### src/verilog/conv_settings.svh
// sizes for the 64-slot convolution engine; kernels wider than CONV_LANES are not supported
`ifndef CONV_SETTINGS_SVH
`define CONV_SETTINGS_SVH

// pixel and weight width, signed
`define CONV_PIX_W 8

// pixels per fetched row segment
`define CONV_LANES 8

// multipliers in the MAC array
`define CONV_SLOTS 64

// one group per output column in a batch, at most
`define CONV_MAX_GROUPS 8

// image and kernel dimensions, positions
`define CONV_DIM_W 8

// per-group sum width
`define CONV_ACC_W 32

`endif

### src/verilog/conv_geom_pkg.sv
// geometry is unsigned and must stay stable for a whole job
`include "conv_settings.svh"
`default_nettype none

package conv_geom_pkg;

    // job geometry, 32 bits
    typedef struct packed {
        logic [`CONV_DIM_W-1:0] img_rows;
        logic [`CONV_DIM_W-1:0] img_cols;
        logic [`CONV_DIM_W-1:0] ker_rows;
        logic [`CONV_DIM_W-1:0] ker_cols;
    } geom_t;

    // output position, top left of the window
    typedef struct packed {
        logic [`CONV_DIM_W-1:0] row;
        logic [`CONV_DIM_W-1:0] col;
    } pos_t;

    // 0 to 8 groups
    typedef logic [$clog2(`CONV_MAX_GROUPS+1)-1:0] grp_cnt_t;

endpackage

`default_nettype wire

### src/verilog/mac_lane_pkg.sv
// all lane and slot values are signed two's complement, lane 0 in the low bits
`include "conv_settings.svh"
`default_nettype none

package mac_lane_pkg;

    typedef logic signed [`CONV_PIX_W-1:0] pixel_t;

    // one row segment, lane 0 first
    typedef pixel_t [`CONV_LANES-1:0] lane_vec_t;

    // one fetched beat
    typedef struct packed {
        lane_vec_t pixels;
        // lanes at or above ker_cols are don't care
        lane_vec_t weights;
        logic [`CONV_DIM_W-1:0] krow;
        conv_geom_pkg::grp_cnt_t groups;
    } beat_t;

    // operand vector for all multipliers
    typedef pixel_t [`CONV_SLOTS-1:0] slot_vec_t;

    typedef logic signed [`CONV_ACC_W-1:0] acc_t;

    // one sum per group, group 0 in the low bits
    typedef acc_t [`CONV_MAX_GROUPS-1:0] group_sums_t;

endpackage

`default_nettype wire

### src/verilog/window_sequencer.sv
// one fetch outstanding; fetch_pos_o is the output position, image row is its row plus krow
`timescale 1ns/1ps
`include "conv_settings.svh"
`default_nettype none

module window_sequencer (
    input  logic                     clk,
    input  logic                     rst,
    input  logic                     start_i,
    input  conv_geom_pkg::geom_t     geom_i,
    input  logic                     beat_valid_i,
    input  mac_lane_pkg::beat_t      beat_i,
    output logic                     fetch_req_o,
    output conv_geom_pkg::pos_t      fetch_pos_o,
    output logic [`CONV_DIM_W-1:0]   fetch_krow_o,
    output logic                     beat_valid_o,
    output mac_lane_pkg::beat_t      beat_o,
    output logic                     batch_valid_o,
    output conv_geom_pkg::pos_t      batch_pos_o,
    output conv_geom_pkg::grp_cnt_t  batch_groups_o,
    output logic                     batch_last_o
);
    conv_geom_pkg::pos_t     pos_q;
    conv_geom_pkg::grp_cnt_t groups;
    logic [`CONV_DIM_W-1:0]  krow_q;
    logic [`CONV_DIM_W-1:0]  out_rows;
    logic [`CONV_DIM_W-1:0]  out_cols;
    logic [`CONV_DIM_W-1:0]  cols_left;
    logic [`CONV_DIM_W-1:0]  lane_room;
    logic [`CONV_DIM_W-1:0]  grp_w;
    logic [15:0]             area;
    logic [3:0]              fit_area;
    logic                    pend_q;
    logic                    take;
    logic                    last_krow;
    logic                    row_wrap;
    logic                    job_end;
    logic                    batch_end;

    // valid convolution output size
    assign out_rows  = geom_i.img_rows - geom_i.ker_rows + 1'b1;
    assign out_cols  = geom_i.img_cols - geom_i.ker_cols + 1'b1;
    assign cols_left = out_cols - pos_q.col;
    assign area      = geom_i.ker_rows * geom_i.ker_cols;
    // a group needs ker_cols neighbouring lanes of the segment
    assign lane_room = `CONV_DIM_W'(`CONV_LANES + 1) - geom_i.ker_cols;

    // largest g with g * area inside the slots
    always_comb begin
        fit_area = '0;
        for (int g = 1; g <= `CONV_MAX_GROUPS; g++) begin
            if (g * area <= `CONV_SLOTS) begin
                fit_area = 4'(g);
            end
        end
    end

    // smallest of the three limits
    always_comb begin
        grp_w = {4'd0, fit_area};
        if (lane_room < grp_w) begin
            grp_w = lane_room;
        end
        if (cols_left < grp_w) begin
            grp_w = cols_left;
        end
    end
    assign groups = grp_w[3:0];

    assign take      = beat_valid_i && fetch_req_o;
    assign last_krow = krow_q == geom_i.ker_rows - 1'b1;
    // groups never exceed cols_left, so equality ends the row
    assign row_wrap  = {4'd0, groups} == cols_left;
    assign job_end   = row_wrap && (pos_q.row == out_rows - 1'b1);
    assign batch_end = take && last_krow;

    always_ff @(posedge clk) begin
        if (!rst) begin
            fetch_req_o   <= 1'b0;
            pend_q        <= 1'b0;
            pos_q         <= '0;
            krow_q        <= '0;
            batch_valid_o <= 1'b0;
        end else begin
            batch_valid_o <= batch_end;
            if (start_i) begin
                fetch_req_o <= 1'b1;
                pend_q      <= 1'b0;
                pos_q       <= '0;
                krow_q      <= '0;
            end else if (take) begin
                // request drops for one cycle after every beat
                fetch_req_o <= 1'b0;
                pend_q      <= !(last_krow && job_end);
                krow_q      <= last_krow ? '0 : krow_q + 1'b1;
                if (last_krow && row_wrap) begin
                    pos_q.row <= pos_q.row + 1'b1;
                    pos_q.col <= '0;
                end else if (last_krow) begin
                    pos_q.col <= pos_q.col + groups;
                end
            end else if (pend_q) begin
                fetch_req_o <= 1'b1;
                pend_q      <= 1'b0;
            end
        end
    end

    // descriptor of the batch just completed
    always_ff @(posedge clk) begin
        if (batch_end) begin
            batch_pos_o    <= pos_q;
            batch_groups_o <= groups;
            batch_last_o   <= job_end;
        end
    end

    assign fetch_pos_o  = pos_q;
    assign fetch_krow_o = krow_q;

    // beat forwarded in the same cycle, tagged with row and group count
    always_comb begin
        beat_o        = beat_i;
        beat_o.krow   = krow_q;
        beat_o.groups = groups;
    end
    assign beat_valid_o = take;

    a_geom_fits: assert property (@(posedge clk) disable iff (!rst)
        start_i |-> (geom_i.ker_cols <= `CONV_LANES && area <= `CONV_SLOTS))
        else $error("kernel does not fit the lanes or the slots");

    a_beat_in_req: assert property (@(posedge clk) disable iff (!rst)
        beat_valid_i |-> fetch_req_o)
        else $error("beat without an open fetch request");

endmodule

`default_nettype wire

### config.mk
export PLATFORM = sky130hd
export DESIGN_NAME = window_sequencer
export DESIGN_NICKNAME = d
export VERILOG_FILES = /design/src/verilog/conv_geom_pkg.sv /design/src/verilog/mac_lane_pkg.sv /design/src/verilog/window_sequencer.sv
export VERILOG_INCLUDE_DIRS = /design/src /design/src/verilog
export SDC_FILE = /design/constraint.sdc
export NUM_CORES = 1
export LEC_CHECK = 0
export ABC_AREA = 1
export BUFFER_PORTS_ARGS = -buffer_cell sky130_fd_sc_hd__buf_2
export CAP_MARGIN = 20
export CORE_UTILIZATION = 50
export CTS_CLUSTER_SIZE = 20
export DETAILED_ROUTE_END_ITERATION = 12
export PLACE_DENSITY = 0.82
export RECOVER_POWER = 100
export SYNTH_ARGS = -nofsm -noshare
export SYNTH_HDL_FRONTEND = slang
export SYNTH_SLANG_ARGS = --single-unit
### constraint.sdc
create_clock -name clk -period 26.6 [get_ports clk]
set_input_delay 2.66 -clock clk [delete_from_list [all_inputs] [get_ports clk]]
set_output_delay 2.66 -clock clk [all_outputs]
set_load 0.02 [all_outputs]
After elaboration in Yosys (flattened, before gate mapping)

Cells that the tools add are included.

Add/sub/neg operators: 11
$mul: 5
Div/mod/pow operators: 0
Order comparisons: 10
Eq/ne operators: 3
Shift-type cells: 0
Multiplexer cells: 16
Bitwise logic cells: 2
Reduce and logical (&&, ||, !) cells: 12

Operators with widths:

| cell                  | number |
|---|---|
| $le 19x7->1 const B   | 4 |
| $mul 3x16->19 const A | 2 |
| $le 18x7->1 const B   | 2 |
| $mul 2x16->18 const A | 2 |
| $add 8x1->8 const B   | 4 |
| $mux 4                | 8 |
| $mux 8                | 4 |
| $sub 8x8->8           | 3 |
| $le 17x7->1 const B   | 1 |
| $eq 8x8->1            | 2 |
| $le 16x7->1 const B   | 1 |
| $mul 8x8->16          | 1 |
| $sub 8x1->8 const B   | 2 |
| $add 8x4->8           | 1 |
| $eq 4x8->1            | 1 |
| $lt 8x4->1            | 1 |
| $lt 8x8->1            | 1 |
| $sub 4x8->8 const A   | 1 |
| $logic_and 1x1->1     | 5 |
| $mux 1                | 4 |
| $reduce_and 2->1      | 2 |
| $reduce_bool 3->1     | 1 |
| $reduce_or 3->1       | 1 |
| $not 1->1             | 2 |
| 3 further kinds       | 3 |

Flip-flop bits (word level): 48
Bits in latches: 0
RAM bits: 0
Memory bits (read-only): 0
Input bits: 176
Output and inout port bits: 188
Word-level logic and storage cells: 69
Memories: 0

Longest topological paths before layout

Word-level depth: 18
Gate-level depth with buffers: 68

Worst setup path after synthesis

OpenSTA, ideal clock, no wires.

Path type: in2out
Start point: input port geom_i[7] (netlist bit)
End point: output port beat_o[1] (netlist bit)
Arrival time: 11191 ps
Data required time: 23940 ps
Setup slack: 12749 ps
Stages on the path: 49
Buffers on the path: 2
Cells stage by stage: clkbuf_1 -> nand2_1 -> fa_1 -> fa_1 -> inv_1 -> fa_1 -> inv_1 -> fa_1 -> inv_1 -> ha_1 -> nand2_1 -> inv_2 -> nand2_1 -> nand2_1 -> xor2_1 -> inv_1 -> fa_1 -> inv_1 -> [... 13 more ...] -> nand2_1 -> nand2_1 -> ha_1 -> a221oi_1 -> o2111ai_1 -> nor2_1 -> nand2_4 -> o21ai_1 -> inv_1 -> ha_1 -> nand2_1 -> nand2_1 -> nand2_1 -> nand2_1 -> nand2_1 -> nand2_2 -> buf_6 -> o21ai_0

RTL lines:

| item        | RTL line               | RTL |
|---|---|---|
| from (decl) | window_sequencer.sv:10 | `input conv_geom_pkg::geom_t geom_i,` |
| to (decl)   | window_sequencer.sv:17 | `output mac_lane_pkg::beat_t beat_o,` |

==> impl_metrics.ini <==
[worst_setup_path]
crit_type = in -> out
cp_top_family = adder cells
rrSetupSlack_ns = 20.78
crit_top_cell = nand2_1
critPathMaxStageDelay_ns = 0.65
crit_fanout = 14
r2r_end = fetch_pos_o[6]
critPathBufInv = 9
worstSetupEndpointType = primary output
r2r_start = fetch_pos_o[1]
required_ns = 23.94
critPathLaunchType = primary input
cp_data_arrival_time_ns = 13.18
slowest_stage = xor2_1
worstRegToRegCells = 25

[clock_tree]
cts.sinks = 48
clockBufferDepth = 2
cts_root_buf = clkbuf_16
cts_buffers = 5
clock_latency_ns = 0.29
cts-resized-gates = 0
cts_setup_buffers = 0
h-tree-depth = 2
path_clk_slew_ns = 0.06
hold_buffers = 0
cts_tree = done

[floorplan]
io_pins = 364
fp.dieW_um = 144
fp.dieArea_um2 = 20700
initial_core_util_pct = 51.5
fp.coreArea_um2 = 19600
chipHeight_um = 144
fp-row-count = 51

[sta]
final.period_utilization_pct = 59.6
rsz0062_at_grt = no
tightestPinTransition_ns = 1.43
min_period_ns = 15.84
hold_viol = 0
fmax_mhz = 63.1
slew_viol_final = 0
max-slew-margin-rel_pct = 4.34
whs_ns = 0.480
setup_tns_ns = 0
setup_violations = 0
finClkSkew_ns = 0.00826

[placed_design]
portBuffers = 95
hpwl_um = 18400
gp_congestion = 0.889

[synthesis]
synthTopCellsByCount = nand2_1 (288), inv_1 (259), ha_1 (151)
synth_area_leader_cell = ha_1
yosys_warnings = 0
synthFlopType = dfxtp_1
synth.avg_cell_area_um2 = 7.19
yosysSeqAreaShare_pct = 11.6
syn_inst = 1402
synthTopCellsByArea = ha_1 (19%), fa_1 (12%), nand2_1 (11%), buf_4 (10%), inv_1 (9.6%)
ys_ff_latch = 48
synth-edff-count = 21
synth.most_common_cell = nand2_1
synth_area_um2 = 10100
synth_async_sr_flop_share_pct = 0
yosysUniqueCellTypes = 52
synth_top_cell_area_share_pct = 18.7

[grt]
grt_max_degree = 29
groute.usage.overall_pct = 21.6
grt_pass1_vias = 7986
grt_pass1_wl_um = 36100
overflow = 0
antenna_found_initial = 0

[detailed_routing]
vias_per_cell = 5.17
antenna_left = 0
routed_wl_um = 22000
routedWlPerCell_um = 13.6
firstDrtPassIters = 7
vias = 8369
drcViolationCount = 0
drtIter0Drc = 419

[worst_hold_path]
whs_endpoint = batch_pos_o[6]
hold_class = reg -> reg
min_from = fetch_pos_o[6]
holdPathStages = 0

[finish]
diodes = 0
synthToLayoutAreaGrowth_pct = -2.06
layout-drive-gt1-share_pct = 7.31
final_core_util_pct = 50.4
nNetsFinal = 1740

[outcome]
status = complete, no violations

[run]
drv_cap = 0
[how the worst max path moves through the flow]
| stage | from | end | slack (ns) | cells after the start |
|---|---|---|---|---|
| finish | geom_i[8] | beat_o[2] | 10.76 | 44 |
| global route | geom_i[8] | beat_o[1] | 9.90 | 49 |
| CTS | geom_i[8] | beat_o[2] | 11.38 | 44 |
| detailed placement | geom_i[8] | beat_o[2] | 11.42 | 49 |
| global placement | geom_i[8] | beat_o[2] | 11.55 | 49 |
| floorplan | geom_i[7] | beat_o[1] | 12.75 | 49 |
[logic make-up (layout without fill, tap and decap cells)]
| family | count (synthesis) | after routing | share of synthesized area, % |
|---|---|---|---|
| AOI/OAI and AO/OA | 118 | 118 | 6.64 |
| xor gates and xnor gates | 80 | 80 | 7.02 |
| adders and majority gates | 210 | 210 | 30.4 |
| buffers and inverters | 422 | 372 | 20.9 |
| DFF | 48 | 48 | 11.6 |
| other | 1 | 4 | 0.0372 |
| and+or+nand+nor | 523 | 523 | 23.4 |
[registers in the layout (all words and copies together), names as in the netlist]
| name | count |
|---|---|
| batch_last_o | 1 |
| batch_pos_o | 16 |
| fetch_pos_o | 16 |
| pend_q | 1 |
| fetch_req_o | 1 |
| batch_groups_o | 4 |
| batch_valid_o | 1 |
| fetch_krow_o | 8 |
[cell usage in the layout, fill, tap and decap left out, drive strengths merged, types with 22 or more instances in the layout]
master  instances
xor2           59
nand2         308
buf            34
nand3          72
nor2           81
nand4          22
inv           268
ha            151
clkbuf         67
o21ai          30
dfxtp          27
a21oi          62
fa             59
[worst register-to-register path: cells and delay by family, from the launching register on]
family,cells,cell delay [ns]
adders and majority gates,7,2.31
AOI/OAI and AO/OA,6,1.58
and+or+nand+nor,8,0.98
DFF,1,0.44
buffers and inverters,3,0.22
xor gates and xnor gates,1,0.22
[layer usage]
| layer | share of wire [%] | track usage (%) | vias to the layer above |
|---|---|---|---|
| li1 | - | - | 4164 |
| met1 | 42 | 25.4 | 3847 |
| met2 | 47 | 37.5 | 296 |
| met3 | 7.8 | 5.10 | 62 |
| met4 | 3.5 | 8.62 | 0 |
| met5 | 0 | 0 | - |
[final cells by class]
| cell class | count | area, µm² |
|---|---|---|
| Inverter | 268 | 1010 |
| Fill cell | 1933 | 9710 |
| Clock inverter | 3 | 46.3 |
| Multi-Input combinational cell | 935 | 6790 |
| Sequential cell | 48 | 1170 |
| Clock buffer | 5 | 125 |
| Timing Repair Buffer | 96 | 403 |
| Tap cell | 265 | 332 |
[stage by stage]
stage / setup slack, ns / instances / instance area (µm²)
final: 10.76 / 1620 / 9880
after global routing: 9.90 / 1620 / 9880
after CTS: 11.38 / 1620 / 9980
after detailed placement: 11.42 / 1612 / 9810
after global placement: 11.55 / 1612 / 9810
after floorplan: 12.75 / 1405 / 10100
Power is not shown: default switching activity piles up to over one toggle a cycle in this logic, so the estimate is an artifact.
